**config.mk**
```make
export PLATFORM = sky130hd
export DESIGN_NAME = predictStage
export DESIGN_NICKNAME = d
export VERILOG_FILES = /design/src/common/bpuPkg.sv /design/src/bpu/predictStage.sv
export SDC_FILE = /design/constraint.sdc
export NUM_CORES = 1
export LEC_CHECK = 0
export BUFFER_PORTS_ARGS = -buffer_cell sky130_fd_sc_hd__buf_2
export CAP_MARGIN = 20
export CORE_AREA = 3 3 129 131
export CTS_CLUSTER_SIZE = 12
export DETAILED_ROUTE_END_ITERATION = 8
export DIE_AREA = 0 0 132 134
export PLACE_DENSITY = 0.76
export SYNTH_ARGS = -nofsm -noshare
export SYNTH_HDL_FRONTEND = slang
export SYNTH_SLANG_ARGS = --single-unit
export TNS_END_PERCENT = 1
```
**constraint.sdc**
```tcl
create_clock -name clk -period 2.56 [get_ports clk]
set_input_delay 0.256 -clock clk [delete_from_list [all_inputs] [get_ports clk]]
set_output_delay 0.256 -clock clk [all_outputs]
set_load 0.005 [all_outputs]
```
**src/common/bpuPkg.sv**
```systemverilog
/*
 * Branch predictor shared definitions.
 * Address, branch class and counter types and codes, plus the entry widths
 * used by the history table and the return stack.
 */
package bpuPkg;

    // instruction address
    localparam int pcBits = 32;
    typedef logic [pcBits-1:0] pcT;

    // fall-through distance, branch plus its delay slot
    localparam pcT pcStep = 32'd8;

    // branch class as recorded by execute
    localparam int brTypeBits = 2;
    typedef logic [brTypeBits-1:0] brTypeT;

    localparam brTypeT brNone = 2'd0;
    localparam brTypeT brImme = 2'd1;
    localparam brTypeT brCall = 2'd2;
    localparam brTypeT brRetn = 2'd3;

    // 2-bit saturating counter
    localparam int counterBits = 2;
    typedef logic [counterBits-1:0] counterT;

    localparam counterT cntStrongNt = 2'd0;
    localparam counterT cntWeakNt   = 2'd1;
    localparam counterT cntWeakT    = 2'd2;
    localparam counterT cntStrongT  = 2'd3;

    // table entry payload without the tag, packed as {target, type, count}
    // tag width depends on the index width and is added by the table itself
    localparam int bhtDataBits = pcBits + brTypeBits + counterBits;

    // stack entry packed as {valid, address}
    localparam int rasEntryBits = pcBits + 1;

    // upper counter bit set means predict taken
    function automatic logic cntTaken(input counterT count);
        return count[counterBits-1];
    endfunction

endpackage

```
**src/bpu/predictStage.sv**
```systemverilog
/*
 * Prediction stage.
 * Registers the table and stack read when fetch advances, then compares
 * tags and selects the predicted next PC one cycle later.
 */
module predictStage #(
    parameter int indexBits = 6,
    localparam int tagBits = 30 - indexBits
) (
    input  logic               clk,
    input  logic               rstN,
    input  logic               fetchWr,
    input  logic               fetchFlush,
    input  bpuPkg::pcT         fetchPc,
    input  logic [tagBits-1:0] rdTag,
    input  bpuPkg::pcT         rdTarget,
    input  bpuPkg::brTypeT     rdType,
    input  bpuPkg::counterT    rdCount,
    input  bpuPkg::pcT         rasAddr,
    input  logic               rasValid,
    output bpuPkg::pcT         predTarget,
    output logic               predTaken,
    output logic               predHit,
    output bpuPkg::brTypeT     predType,
    output bpuPkg::counterT    predCount,
    output logic               predValid
);
    import bpuPkg::*;

    logic [tagBits-1:0] fetchTag;
    pcT                 fetchPcAdd8;

    // prediction register
    logic [tagBits-1:0] regTag;
    logic [tagBits-1:0] regPcTag;
    pcT                 regTarget;
    pcT                 regRasAddr;
    logic               regRasValid;
    pcT                 regPcAdd8;
    brTypeT             regType;
    counterT            regCount;
    logic               regValid;
    // set by a capture, so an empty register never reports a hit
    logic               regFilled;

    logic tagHit;

    assign fetchTag    = fetchPc[31:indexBits+2];
    assign fetchPcAdd8 = fetchPc + pcStep;

    // flush wins over capture, no capture holds the register
    always_ff @(posedge clk or negedge rstN) begin
        if (!rstN) begin
            regTag      <= '0;
            regPcTag    <= '0;
            regTarget   <= '0;
            regRasAddr  <= '0;
            regRasValid <= 1'b0;
            regPcAdd8   <= '0;
            regType     <= brNone;
            regCount    <= cntStrongNt;
            regValid    <= 1'b0;
            regFilled   <= 1'b0;
        end else if (fetchFlush) begin
            regTag      <= '0;
            regPcTag    <= '0;
            regTarget   <= '0;
            regRasAddr  <= '0;
            regRasValid <= 1'b0;
            regPcAdd8   <= '0;
            regType     <= brNone;
            regCount    <= cntStrongNt;
            regValid    <= 1'b0;
            regFilled   <= 1'b0;
        end else if (fetchWr) begin
            regTag      <= rdTag;
            regPcTag    <= fetchTag;
            regTarget   <= rdTarget;
            regRasAddr  <= rasAddr;
            regRasValid <= rasValid;
            regPcAdd8   <= fetchPcAdd8;
            regType     <= rdType;
            regCount    <= rdCount;
            // the fetch after a taken prediction is on the wrong path
            regValid    <= ~predTaken;
            regFilled   <= 1'b1;
        end
    end

    assign tagHit = regFilled && (regTag == regPcTag);

    // next-PC selection
    always_comb begin
        predTarget = regPcAdd8;
        predTaken  = 1'b0;
        if (tagHit) begin
            case (regType)
                brCall: begin
                    predTarget = regTarget;
                    predTaken  = 1'b1;
                end
                brRetn: begin
                    // empty slot falls back to sequential fetch, still redirected
                    predTarget = regRasValid ? regRasAddr : regPcAdd8;
                    predTaken  = 1'b1;
                end
                brImme: begin
                    if (cntTaken(regCount)) begin
                        predTarget = regTarget;
                        predTaken  = 1'b1;
                    end
                end
                default: begin
                    predTarget = regPcAdd8;
                    predTaken  = 1'b0;
                end
            endcase
        end
    end

    assign predHit   = tagHit;
    assign predType  = tagHit ? regType : brNone;
    assign predCount = regCount;
    assign predValid = regValid;

endmodule

```
==> impl_metrics.xml <==
<?xml version="1.0" encoding="UTF-8"?>
<metrics>
  <group name="cells_and_area">
    <metric name="fillerInstances" unit="">1311</metric>
    <metric name="drive_above_1_share" unit="%">26.6</metric>
    <metric name="most-common-layout-cells" unit="">nor2_1 (164), buf_2 (164), dfrtp_1 (151)</metric>
    <metric name="final_cells" unit="">1149</metric>
    <metric name="sequential_cell_area" unit="µm²">3780</metric>
    <metric name="multiInputGateArea" unit="µm²">3780</metric>
    <metric name="synthToLayoutAreaGrowth" unit="%">24.9</metric>
    <metric name="fin_nets" unit="">1051</metric>
  </group>
  <group name="timing">
    <metric name="report.final.slew_viol_count" unit="">0</metric>
    <metric name="hold_viol_final" unit="">0</metric>
    <metric name="worst_rel_slew_slack" unit="%">34.8</metric>
    <metric name="setup_violations" unit="">36</metric>
    <metric name="max_clock_freq" unit="GHz">0.318</metric>
    <metric name="final_min_period_over_clock_period" unit="%">123</metric>
    <metric name="finalClockSkew" unit="ns">0.00843</metric>
    <metric name="setup_repair_after_global_routing_missed_its_margin" unit="">true</metric>
    <metric name="final_period_minus_worst_setup_slack" unit="ns">3.15</metric>
    <metric name="post-route-worst-setup-slack" unit="ns">-0.589</metric>
    <metric name="timing_worst_slew_pin_value" unit="ns">0.976</metric>
  </group>
  <group name="global_route">
    <metric name="grt_remaining_overflow" unit="">0</metric>
    <metric name="first_global_vias" unit="">6361</metric>
    <metric name="grt_pass1_wl" unit="µm">33900</metric>
    <metric name="antenna_violations_before_repair" unit="">3</metric>
    <metric name="groute.layer.met1.usage" unit="%">33.9</metric>
    <metric name="grt.busiest_layer" unit="">met2</metric>
    <metric name="grt_use_total" unit="%">24.3</metric>
    <metric name="global_route.usage.met3" unit="%">5.81</metric>
    <metric name="grt_max_degree" unit="">72</metric>
    <metric name="groute.layer.met2.usage" unit="%">37.8</metric>
  </group>
  <group name="die">
    <metric name="std_cell_rows" unit="">46</metric>
    <metric name="placeableCoreArea" unit="µm²">15700</metric>
    <metric name="die_width" unit="µm">132</metric>
    <metric name="initial_cell_density_of_the_core" unit="%">49.2</metric>
    <metric name="die-area" unit="µm²">17700</metric>
    <metric name="io_pins" unit="">168</metric>
    <metric name="die-height" unit="µm">134</metric>
  </group>
  <group name="synth">
    <metric name="synth_area" unit="µm²">7730</metric>
    <metric name="ys_async_sr_fraction" unit="%">100</metric>
    <metric name="syn_inst" unit="">761</metric>
    <metric name="post_synth.cell_area_avg" unit="µm²">10.2</metric>
    <metric name="post_synth_edffs" unit="">0</metric>
    <metric name="ys_ff_latch" unit="">151</metric>
    <metric name="synth.yosys.seq_area_share" unit="%">48.9</metric>
    <metric name="yosysUniqueCellTypes" unit="">37</metric>
    <metric name="mappedNetlistNets" unit="">891</metric>
    <metric name="yosys_warnings" unit="">0</metric>
    <metric name="top_reg_cell_synth" unit="">dfrtp_1</metric>
  </group>
  <group name="critical_path">
    <metric name="cp_max_fo" unit="">8</metric>
    <metric name="worstPathArrival" unit="ns">2.89</metric>
    <metric name="crit_path_start_kind" unit="">register</metric>
    <metric name="criticalPathCategory" unit="">register to output port</metric>
    <metric name="crit_required" unit="ns">2.30</metric>
    <metric name="setup.worst_path.end_class" unit="">output port</metric>
  </group>
  <group name="cts">
    <metric name="clock_insertion_delay_worst_skew" unit="ns">0.42</metric>
    <metric name="tritoncts_num_sinks" unit="">151</metric>
    <metric name="ctsHtreeMaxLevel" unit="">4</metric>
    <metric name="path_clk_slew" unit="ns">0.06</metric>
    <metric name="ctsRootBufferMaster" unit="">clkbuf_16</metric>
    <metric name="cts.path.max_buffers" unit="">2</metric>
    <metric name="cts_tree" unit="">built</metric>
    <metric name="cts-buffers-inserted" unit="">17</metric>
  </group>
  <group name="place">
    <metric name="io_buffers" unit="">167</metric>
    <metric name="dp_hpwl" unit="µm">14800</metric>
    <metric name="place_worst_setup_slack" unit="ns">-0.212</metric>
    <metric name="placed_cells_incl_taps" unit="">1111</metric>
    <metric name="globalplace.congestion" unit="">0.804</metric>
  </group>
  <group name="route">
    <metric name="vias_per_cell" unit="">5.58</metric>
    <metric name="post-route-drc-count" unit="">0</metric>
    <metric name="vias" unit="">6408</metric>
    <metric name="detailedRoute.firstPassIterationCount" unit="">7</metric>
    <metric name="wl" unit="µm">21700</metric>
    <metric name="drtAntennaViolNets" unit="">0</metric>
    <metric name="detailedRoute.firstIterationViolations" unit="">481</metric>
    <metric name="route.detailed.wl_per_inst" unit="µm">18.9</metric>
  </group>
  <group name="pwr">
    <metric name="power_frac_seq" unit="%">43.0</metric>
    <metric name="power.switching_fraction" unit="%">24.8</metric>
    <metric name="peakVddDrop" unit="V">0.000458</metric>
    <metric name="total_switching_power" unit="mW">1.52</metric>
    <metric name="power.share.combinational" unit="%">13.7</metric>
    <metric name="powerDensity" unit="nW/µm²">632</metric>
    <metric name="p_leak" unit="nW">4.74</metric>
    <metric name="power_report.internal_total" unit="mW">4.59</metric>
    <metric name="clkPwrFrac" unit="%">43.3</metric>
  </group>
  <group name="outcome">
    <metric name="failing_checks" unit="">setup timing</metric>
    <metric name="outcome" unit="">complete, but fails checks</metric>
  </group>
  <group name="min_path">
    <metric name="timing.hold.worst.class" unit="">input pin to register</metric>
  </group>
  <group name="run">
    <metric name="timing.max_cap.violations" unit="">0</metric>
  </group>
</metrics>
==> flip-flops by register name, indices dropped and copies added (netlist names) <==
| register | cells |
|---|---|
| regRasAddr | 32 |
| regPcAdd8 | 32 |
| regPcTag | 24 |
| predValid | 1 |
| regTarget | 32 |
| regFilled | 1 |
| regType | 2 |
| regTag | 24 |
| regRasValid | 1 |
| predCount | 2 |
==> worst paths after layout <==
check | from | to | slack [ns] | depth (start not counted)
max reg2reg | regTag[22] | predValid | 0.43 | 8
min in group asynchronous | rstN | regRasAddr[3] | 0.43 | 2
max | regTag[13] | predTarget[4] | -0.59 | 6
max in group asynchronous | rstN | regPcTag[6] | 1.37 | 3
min reg2reg | regTarget[28] | regTarget[28] | 0.52 | 2
min | rdTag[15] | regTag[15] | 0.08 | 3
==> power groups by stage <==
stage / Clock, mW / Sequential [mW] / Combinational (mW)
final: 2.64 / 2.63 / 0.834
after global routing: 2.78 / 2.64 / 0.922
after CTS: 2.68 / 2.62 / 0.819
after floorplan: 0 / 2.63 / 0.458
after detailed placement: 0 / 2.66 / 0.803
after global placement: 0 / 2.65 / 0.790
==> area by class of cell <==
class | instances | share of cell area [%]
multi-input combinational | 548 | 39.2
clock inverter | 8 | 1.52
sequential | 151 | 39.1
tap | 216 | 2.80
timing repair buffer | 200 | 12.3
inverter | 3 | 0.117
antenna | 1 | 0.0259
clock buffer | 22 | 4.91
==> layer usage <==
metal,share of wire (%),up-vias
li1,-,3043
met1,45,3106
met2,47,222
met3,6.1,33
met4,1.6,4
met5,0.15,-
==> logic make-up (layout without fill, tap and decap cells) <==
kind of cell / count (synthesis) / after routing / share of synthesized area (%)
and+or+nand+nor: 235 / 238 / 13.6
DFF: 151 / 151 / 48.9
adders and majority gates: 1 / 1 / 0.162
other: 0 / 1 / 0
xor gates and xnor gates: 47 / 47 / 5.32
buffers and inverters: 65 / 233 / 3.45
AOI/OAI and AO/OA: 131 / 131 / 11.7
muxes: 131 / 131 / 17.0
==> per-stage QoR <==
stage | power, mW | hold slack, ns | TNS [ns] | area (µm²) | utilization, %
after global placement | 3.44 | 0.323 | -2.87 | 8900 | 56.6
after detailed placement | 3.47 | 0.323 | -4.99 | 8900 | 56.6
after global routing | 6.34 | 0.0747 | -21.71 | 9660 | 61.5
final | 6.10 | 0.0789 | -18.15 | 9660 | 61.5
after floorplan | 3.09 | -0.0396 | 0 | 7730 | -
after CTS | 6.12 | 0.0640 | -18.70 | 9590 | 61.0
==> what timing repair did <==
| action | 4_1_cts | 5_1_grt |
|---|---|---|
| pin swaps | 33 | 3 |
| cloned | 2 | 1 |
| endpoints found under the setup margin | 36 | 36 |
| hold endpoints to repair | 68 | 0 |
| hold buffers | 1 | 0 |
| gates resized for setup | 12 | 8 |
| setup buffers | 1 | 2 |
==> Yosys cell counts, types with 3 or more instances <==
cell type  instances  area, µm²
dfrtp_1          151       3780
a22oi_1           23        173
o21ai_1           30        150
nor2_1           164        616
xnor2_1            7       61.3
xor2_1            40        350
o21ai_0            7       35.0
mux2i_1          131       1310
nand4_1           13       81.3
nor3_1             3       15.0
a311oi_1           5       43.8
a221oi_1           8       70.1
and2_1             4       25.0
nand2b_1           3       18.8
clkbuf_1          46        173
buf_6              3       33.8
and4_1             3       26.3
nand3_1           11       55.1
nand2_1            9       33.8
o31ai_1           32        240
nor4_1             5       31.3
and3_1             6       37.5
buf_1             13       48.8
or3_1              4       25.0
inv_1              3       11.3
a211oi_1          23        173
==> worst max-delay path, stage by stage, from the launching register on <==
cell and delay [ns]:
dfrtp_1 0.40, xor2_1 0.19, or4_4 0.55, or4b_4 0.55, or3_4 0.50, o21ai_2 0.15
buf_2 0.14
No activity file was read; power rests on OpenSTA's default activity.
