<file path="config.mk">
export PLATFORM = sky130hd
export DESIGN_NAME = returnStack_flat
export DESIGN_NICKNAME = d
export VERILOG_FILES = /design/src/common/bpuPkg.sv /design/src/common/resolveIfc.sv /design/src/rtl/returnStack.sv /design/src/flat_wrapper.sv
export SDC_FILE = /design/constraint.sdc
export NUM_CORES = 1
export LEC_CHECK = 0
export BUFFER_PORTS_ARGS = -buffer_cell sky130_fd_sc_hd__buf_2
export CORE_MARGIN = 3
export CORE_UTILIZATION = 50
export DETAILED_ROUTE_END_ITERATION = 10
export GPL_TIMING_DRIVEN = 0
export PLACE_DENSITY = 0.77
export SYNTH_ARGS = -nofsm -noshare
export SYNTH_HDL_FRONTEND = slang
export SYNTH_SLANG_ARGS = --single-unit
</file>
<file path="constraint.sdc">
create_clock -name clk -period 3.2 [get_ports clk]
set_clock_uncertainty 0.05 [all_clocks]
set_input_delay 0.16 -clock clk [delete_from_list [all_inputs] [get_ports clk]]
set_output_delay 0.16 -clock clk [all_outputs]
set_load 0.02 [all_outputs]
</file>
<file path="src/common/bpuPkg.sv">
/*
 * Branch predictor shared definitions.
 * Address, branch class and counter types and codes, plus the entry widths
 * used by the history table and the return stack.
 */
package bpuPkg;

    // instruction address
    localparam int pcBits = 32;
    typedef logic [pcBits-1:0] pcT;

    // fall-through distance, branch plus its delay slot
    localparam pcT pcStep = 32'd8;

    // branch class as recorded by execute
    localparam int brTypeBits = 2;
    typedef logic [brTypeBits-1:0] brTypeT;

    localparam brTypeT brNone = 2'd0;
    localparam brTypeT brImme = 2'd1;
    localparam brTypeT brCall = 2'd2;
    localparam brTypeT brRetn = 2'd3;

    // 2-bit saturating counter
    localparam int counterBits = 2;
    typedef logic [counterBits-1:0] counterT;

    localparam counterT cntStrongNt = 2'd0;
    localparam counterT cntWeakNt   = 2'd1;
    localparam counterT cntWeakT    = 2'd2;
    localparam counterT cntStrongT  = 2'd3;

    // table entry payload without the tag, packed as {target, type, count}
    // tag width depends on the index width and is added by the table itself
    localparam int bhtDataBits = pcBits + brTypeBits + counterBits;

    // stack entry packed as {valid, address}
    localparam int rasEntryBits = pcBits + 1;

    // upper counter bit set means predict taken
    function automatic logic cntTaken(input counterT count);
        return count[counterBits-1];
    endfunction

endpackage

</file>
<file path="src/common/resolveIfc.sv">
/*
 * Resolved branch from execute.
 * Carries one outcome per valid strobe to the history table and the
 * return stack, with no back-pressure.
 */
interface resolveIfc;
    import bpuPkg::*;

    // one-cycle strobe, one resolution per cycle it is high
    logic    valid;
    pcT      pc;
    pcT      target;
    brTypeT  brType;
    logic    taken;
    // table hit and counter as seen at prediction time
    logic    hit;
    counterT count;

    modport source (
        output valid,
        output pc,
        output target,
        output brType,
        output taken,
        output hit,
        output count
    );

    modport sink (
        input valid,
        input pc,
        input target,
        input brType,
        input taken,
        input hit,
        input count
    );

endinterface

</file>
<file path="src/rtl/returnStack.sv">
/*
 * Return address stack.
 * Circular stack pushed by resolved calls and popped by resolved returns,
 * with a resolving call bypassed straight onto the outputs.
 */
module returnStack #(
    parameter int rasDepth = 8
) (
    input  logic       clk,
    input  logic       rstN,
    resolveIfc.sink    res,
    output bpuPkg::pcT rasAddr,
    output logic       rasValid
);
    import bpuPkg::*;

    localparam int ptrBits = $clog2(rasDepth);

    logic [rasEntryBits-1:0] stack [rasDepth];

    // top points at the next free slot
    logic [ptrBits-1:0] topPtr;
    logic [ptrBits-1:0] belowTop;
    logic               callWr;
    logic               retnWr;
    pcT                 callAddr;

    assign belowTop = topPtr - 1'b1;
    assign callWr   = res.valid && (res.brType == brCall);
    assign retnWr   = res.valid && (res.brType == brRetn);
    assign callAddr = res.pc + pcStep;

    // pointer wraps, a pop leaves the entry valid
    always_ff @(posedge clk or negedge rstN) begin
        if (!rstN) begin
            topPtr <= '0;
            for (int i = 0; i < rasDepth; i++) begin
                stack[i] <= '0;
            end
        end else if (callWr) begin
            stack[topPtr] <= {1'b1, callAddr};
            topPtr        <= topPtr + 1'b1;
        end else if (retnWr) begin
            topPtr <= belowTop;
        end
    end

    // same-cycle push bypass
    always_comb begin
        if (callWr) begin
            rasValid = 1'b1;
            rasAddr  = callAddr;
        end else begin
            {rasValid, rasAddr} = stack[belowTop];
        end
    end

endmodule

</file>
<file path="src/flat_wrapper.sv">
// flat-port wrapper written by rule: the top's interface ports become plain ports
module returnStack_flat import bpuPkg::*;
#(
    parameter int rasDepth = 8
)
  (clk, rstN, rasAddr, rasValid, res_valid, res_pc, res_target, res_brType, res_taken, res_hit, res_count);
  resolveIfc res_i ();
  input  logic clk;
  input  logic rstN;
  output bpuPkg::pcT rasAddr;
  output logic rasValid;
  input wire logic [$bits(res_i.valid)-1:0] res_valid;
  input wire logic [$bits(res_i.pc)-1:0] res_pc;
  input wire logic [$bits(res_i.target)-1:0] res_target;
  input wire logic [$bits(res_i.brType)-1:0] res_brType;
  input wire logic [$bits(res_i.taken)-1:0] res_taken;
  input wire logic [$bits(res_i.hit)-1:0] res_hit;
  input wire logic [$bits(res_i.count)-1:0] res_count;
  assign res_i.valid = res_valid;
  assign res_i.pc = res_pc;
  assign res_i.target = res_target;
  assign res_i.brType = res_brType;
  assign res_i.taken = res_taken;
  assign res_i.hit = res_hit;
  assign res_i.count = res_count;
  returnStack #(.rasDepth(rasDepth)) u_core (.clk(clk), .rstN(rstN), .res(res_i), .rasAddr(rasAddr), .rasValid(rasValid));
endmodule
</file>
==> impl_metrics.ini, run 1 <==
[grt]
grt_usage_pct = 26.8
gr-total-overflow = 0
grt_start_max_net_pins = 117
grt_antenna_before_repair = 0
first_global_vias = 9978
grt_first_pass_wirelength_mm = 55.9

[critical_path]
crit_type = reg -> out
critPathBufInv = 5
cp_max_fo = 10
crit_path_frequent_cell = buf_6
slowest_stage = dfrtp_1
crit_path_cell_trace = buf_12 -> clkinv_2 -> ha_4 -> buf_6 -> buf_6 -> mux4_2 -> a211oi_1 -> a21oi_1 -> buf_2
crit_required_ns = 2.99
endpoint_kind = output pin
critPathArrivalTime_ns = 2.87
crit_path_max_incr_delay_ns = 0.43
start_kind = flip-flop
cpLargestDelayFamily = buffers and inverters

[drt]
drc = 0
drt-initial-drc-count = 1027
first_pass_iters = 6
final_antenna_net_count = 0
wl_per_cell_um = 21.9
via_per_inst = 6.06
num_vias = 9665
finalWirelength_mm = 34.9

[timing]
slew_viol_final = 0
fin_crit_ns = 3.08
fin_hold_ws_ns = 0.0203
final_hold_viol_count = 0
final-setup-viol-count = 0
fmax_mhz = 324
post-route-period-util_pct = 96.4
tightest_slew_ns = 0.825
slew_headroom_pct = 44.6

[synth]
ys_types = 38
yosysWarningCount = 0
syn_inst = 1144
synth_area_mm2 = 0.0124
synth_seq_cells = 267
synth.avg_cell_area_um2 = 10.9
syn_nets = 1220
yosysSeqAreaShare_pct = 53.8

[floorplan]
coreArea_mm2 = 0.0244
ios = 106
die_w_um = 164
die-height_um = 164
dieArea_mm2 = 0.0268
start_util_pct = 50.9
core.rowCount = 57

[placed_design]
dp.cells = 1536
dp_hpwl_mm = 23.5
portBuffers = 66
routabilityCongestion = 0.857
placed_cell_area_mm2 = 0.0132

[clock_network]
clk_pin_slew_ns = 0.07
cts_sinks = 267
clockBufferDepth = 3
worstSkewPairLatency_ns = 0.53
htreeDepth = 1
cts_tree = yes
cts_root_buffer = clkbuf_16
cts_buffers = 27

[layout]
design_area_mm2 = 0.0143
layout.nets = 1328
drive_gt1_share_pct = 20.9
area_growth_pct = 15.4
diodes = 0
final_cells = 1595

[run]
maxCapViolations = 0

[pwr]
power_w = 0.0158
pwr_density_cell_mw_per_mm2 = 1110
leakagePower_nw = 6.44
peakVddDrop_v = 0.000503

[hold_path]
hold_path_class = in -> reg

[status]
outcome = finished, final reports clean
worst paths after layout:
| kind | startpoint | end | slack (ns) | depth (start not counted) |
|---|---|---|---|---|
| setup / recovery | u_core.topPtr[0] | rasAddr[23] | 0.12 | 9 |
| hold / removal | res_pc[29] | u_core.stack[62] | 0.02 | 3 |
| setup reg to reg | u_core.topPtr[1] | u_core.stack[113] | 0.95 | 6 |
| hold reg to reg | u_core.stack[230] | u_core.stack[230] | 0.42 | 1 |
| max in group asynchronous | rstN | u_core.stack[227] | 1.96 | 3 |
| min in group asynchronous | rstN | u_core.stack[8] | 0.13 | 2 |
area by class of cell:
| class | count | area, um^2 |
|---|---|---|
| Buffer | 85 | 467 |
| Clock buffer | 35 | 776 |
| Clock inverter | 13 | 140 |
| Fill cell | 2034 | 10100 |
| Inverter | 5 | 23.8 |
| Multi-Input combinational cell | 787 | 5340 |
| Sequential cell | 267 | 6680 |
| Tap cell | 324 | 405 |
| Timing Repair Buffer | 79 | 495 |
cell usage in the layout, fill, tap and decap left out, types with 16 or more instances in the layout:
cell type / count
buf_4: 20
clkbuf_1: 45
nand2_1: 248
a211oi_1: 27
clkbuf_16: 27
dfrtp_1: 267
buf_2: 81
mux4_2: 66
o21ai_1: 21
mux2_2: 16
nor2b_1: 28
a21oi_1: 63
nor2_1: 45
o21ai_0: 172
what timing repair did:
item                       CTS  global route
buffers inserted             0             4
hold endpoints to repair    90             0
gates cloned                 0             0
gates resized for setup     22             6
setup endpoints to repair   33            25
hold buffers                 7             0
worst register-to-register path, cell delays in order (launching register included):
cell	delay, ns
dfrtp_1	0.36
buf_2	0.20
clkinvlp_4	0.16
buf_4	0.16
nand4_1	0.35
clkbuf_1	0.58
o21ai_0	0.22
synth_stat cells:
cell type	number	area, um^2
dfrtp_1	267	6680
nand2_1	248	931
o21ai_0	172	861
mux4_2	66	1490
a21oi_1	63	315
clkbuf_1	47	176
nor2_1	45	169
a211oi_1	28	210
nor2b_1	28	175
buf_2	22	110
o21ai_1	21	105
mux2_2	16	180
nand3_1	15	75.1
nand4_1	15	93.8
xor2_1	14	123
buf_4	10	75.1
xor2_2	10	163
and3_1	7	43.8
mux2i_1	7	70.1
nand2b_1	6	37.5
xnor2_1	6	52.6
and2_1	3	18.8
buf_1	3	11.3
buf_6	3	33.8
ha_1	3	37.5
inv_1	3	11.3
nor3_4	3	48.8
clkinv_1	2	7.51
or2_2	2	12.5
and3b_1	1	8.76
and4_1	1	8.76
nand3_2	1	10.0
nand3b_1	1	7.51
nand4_4	1	21.3
nor3_1	1	5.00
nor3_2	1	10.0
nor4_2	1	12.5
xnor2_2	1	16.3
where the power goes:
part | internal [W] | total (W) | switching, W
logic | 0.00319 | 0.00686 | 0.00368
registers | 0.00488 | 0.00570 | 0.000818
clock network | 0.00194 | 0.00327 | 0.00133
registers in the layout (all words and copies together), names as in the netlist:
name	count
u_core.topPtr	3
u_core.stack	264
stage by stage:
| stage | util (%) | setup slack (ns) | TNS, ns |
|---|---|---|---|
| 5_1_grt | 58.7 | -0.000338 | -0.000338 |
| 3_3_place_gp | 53.9 | -2.88 | -766.84 |
| 2_1_floorplan | - | 0.663 | 0 |
| 6_report | 58.7 | 0.116 | 0 |
| 3_5_place_dp | 54.2 | -0.200 | -1.65 |
| 4_1_cts | 58.5 | 0.0152 | 0 |
cell families (layout without fill, tap and decap cells):
group	Yosys count	in the layout	synth area share, %
AO/OA/AOI/OAI	284	284	12.0
XOR/XNOR	31	31	2.85
adder cells (fa/ha/maj)	3	3	0.302
buffers and inverters	90	217	3.43
flip-flops	267	267	53.8
multiplexers	89	89	14.0
AND/OR/NAND/NOR	380	380	13.6
layer usage:
metal / up-vias / wire length (um) / track usage [%]
li1: 4206 / - / -
met1: 4922 / 14300 / 38.0
met2: 455 / 16500 / 43.0
met3: 82 / 3130 / 4.64
met4: 0 / 980 / 8.30
met5: - / 0 / 0
No activity file was read; power rests on OpenSTA's default activity.
==> run 2, diff against run 1 <==
Settings changed: BUFFER_PORTS_ARGS -buffer_cell sky130_fd_sc_hd__buf_2 to -buffer_cell sky130_fd_sc_hd__buf_4, CORE_MARGIN 3 to 10.
==> run 2 against run 1 <==
Compared with the run above: final cell count rose by 1.0%; critical path type unchanged; largest cell class unchanged; wire length rose by 2.9%; fmax decreased by 1.5%.
==> impl_metrics.ini, run 2 (synthesis gave the netlist of run 1 again) <==
[floorplan]
start_util_pct = 50.9
coreArea_mm2 = 0.0244
core.rowCount = 57
die_w_um = 178
ios = 106
dieArea_mm2 = 0.0315
die-height_um = 178

[pwr]
pwr_density_cell_mw_per_mm2 = 1110
p_int_w = 0.0102
peakVddDrop_v = 0.000522
switching_share_pct = 37.0
combPwrFrac_pct = 44.5
leakagePower_nw = 6.53
p_seq_share_pct = 35.2
clockPowerShare_pct = 20.3
switching_power_w = 0.00599

[grt]
grt_start_max_net_pins = 107
gr-total-overflow = 0
first_global_vias = 10240
grt_usage_pct = 22.6
grt_antenna_before_repair = 0
grt_first_pass_wirelength_mm = 56.7

[layout]
diodes = 0
area_growth_pct = 17.6
layout.nets = 1340
final_common_cell = dfrtp_1
top_register = u_core.stack
final_cells = 1611
fillCellCount = 1946
largest_reg_flops = 264
reg.largest.list = u_core.stack: 264 flops, u_core.topPtr: 3 flops
drive_gt1_share_pct = 20.7
layout_common_cells = dfrtp_1 (267), nand2_1 (248), o21ai_0 (172), buf_4 (82), mux4_2 (66)

[critical_path]
slowest_stage = dfrtp_1
endpoint_kind = output pin
critPathBufInv = 5
r2r-start = u_core.topPtr[1]
crit_path_cell_trace = buf_2 -> clkinvlp_4 -> ha_4 -> xor2_4 -> buf_4 -> buf_2 -> a211oi_1 -> a21oi_1 -> buf_4
critPathArrivalTime_ns = 2.92
startpoint = u_core.topPtr[1]
start_kind = flip-flop
crit_type = reg -> out
cpLargestDelayFamily = buffers and inverters
crit_required_ns = 2.99
crit_path_max_incr_delay_ns = 0.35
cp_max_fo = 10

[timing]
final_hold_viol_count = 0
slew_viol_final = 0
fin_hold_ws_ns = 0.0187
slew_headroom_pct = 39.9
tightest_slew_ns = 0.896
fmax_mhz = 319
fin_crit_ns = 3.13
final-setup-viol-count = 0
post-route-period-util_pct = 97.9

[drt]
drt-initial-drc-count = 1061
drc = 0
via_per_inst = 6.08
finalWirelength_mm = 35.9
num_vias = 9789
wl_per_cell_um = 22.3
first_pass_iters = 5
final_antenna_net_count = 0

[clock_network]
htreeDepth = 1
clk_pin_slew_ns = 0.06
cts_sinks = 267
cts_buffers = 29
clockBufferDepth = 3
worstSkewPairLatency_ns = 0.57
cts_root_buffer = clkbuf_16
cts_tree = yes

[hold_path]
hold_path_class = in -> reg
hp-start = res_pc[20]

[placed_design]
dp.cells = 1536
routabilityCongestion = 0.855
dp_hpwl_mm = 24.2
portBuffers = 66

[status]
outcome = finished, final reports clean

[run]
maxCapViolations = 0
==> run 2: changes by cell type in the layout (fill, tap and decap cells not counted), sizes merged <==
cell	previous run	this run
buf	111	108
inv	3	4
bufinv	3	0
dlygate4sd3	7	18
clkbuf	81	92
clkinv	11	10
==> run 2: what timing repair did <==
action,in CTS,in global routing
buffers inserted,0,3
gates resized for setup,20,6
endpoints found under the hold margin,129,0
hold buffers,18,0
setup endpoints to repair,33,31
==> run 2: metal layers <==
layer,vias up,GRT usage [%],wire length (um)
li1,4246,-,-
met1,5011,29.4,14400
met2,452,37.1,17300
met3,80,4.97,3110
met4,0,7.40,1040
met5,-,0,0
==> run 2: area by class of cell <==
| type | instances | area [um^2] | area share (%) |
|---|---|---|---|
| plain buffers | 85 | 458 | 3.14 |
| inverters | 5 | 23.8 | 0.163 |
| repair buffers | 89 | 761 | 5.21 |
| flip-flops and latches | 267 | 6680 | 45.8 |
| clock inverters | 10 | 65.1 | 0.446 |
| well taps | 324 | 405 | 2.78 |
| clock buffers | 44 | 872 | 5.97 |
| multi-input cells | 787 | 5340 | 36.5 |
==> run 2: through the flow <==
stage                     area, um^2  setup WS (ns)  utilization [%]  total power, W  TNS, ns
final                          14600         0.0676             59.9          0.0162        0
after global routing           14600        -0.0102             59.9          0.0171  -0.0238
after global placement         13300         -0.241             54.6          0.0123   -61.94
after detailed placement       13400         -0.136             54.9          0.0126   -0.925
after CTS                      14600        0.00146             59.7          0.0161        0
after floorplan                12400          0.663                -          0.0103        0
==> run 2: power groups by stage <==
stage / Sequential [W] / Clock [W] / Combinational (W)
finish: 0.00570 / 0.00328 / 0.00721
global route: 0.00584 / 0.00342 / 0.00780
CTS: 0.00566 / 0.00328 / 0.00715
detailed placement: 0.00570 / 0 / 0.00691
global placement: 0.00559 / 0 / 0.00672
floorplan: 0.00543 / 0 / 0.00489
==> run 2: worst paths after layout <==
kind	to	slack [ns]	depth (start not counted)
max	rasAddr[15]	0.07	9
min	u_core.stack[53]	0.02	3
max reg2reg	u_core.topPtr[1]	0.10	10
min reg2reg	u_core.stack[230]	0.42	1
max in group asynchronous	u_core.stack[1]	1.68	4
min in group asynchronous	u_core.stack[41]	0.07	2
==> run 2: worst register-to-register path, delay by kind of cell, from the launching register on <==
| kind | cells | cell delay, ns |
|---|---|---|
| AO/OA/AOI/OAI | 1 | 0.16 |
| flip-flops | 1 | 0.35 |
| XOR/XNOR | 1 | 0.18 |
| buffers and inverters | 6 | 1.92 |
| AND/OR/NAND/NOR | 1 | 0.05 |
| adder cells (fa/ha/maj) | 1 | 0.33 |
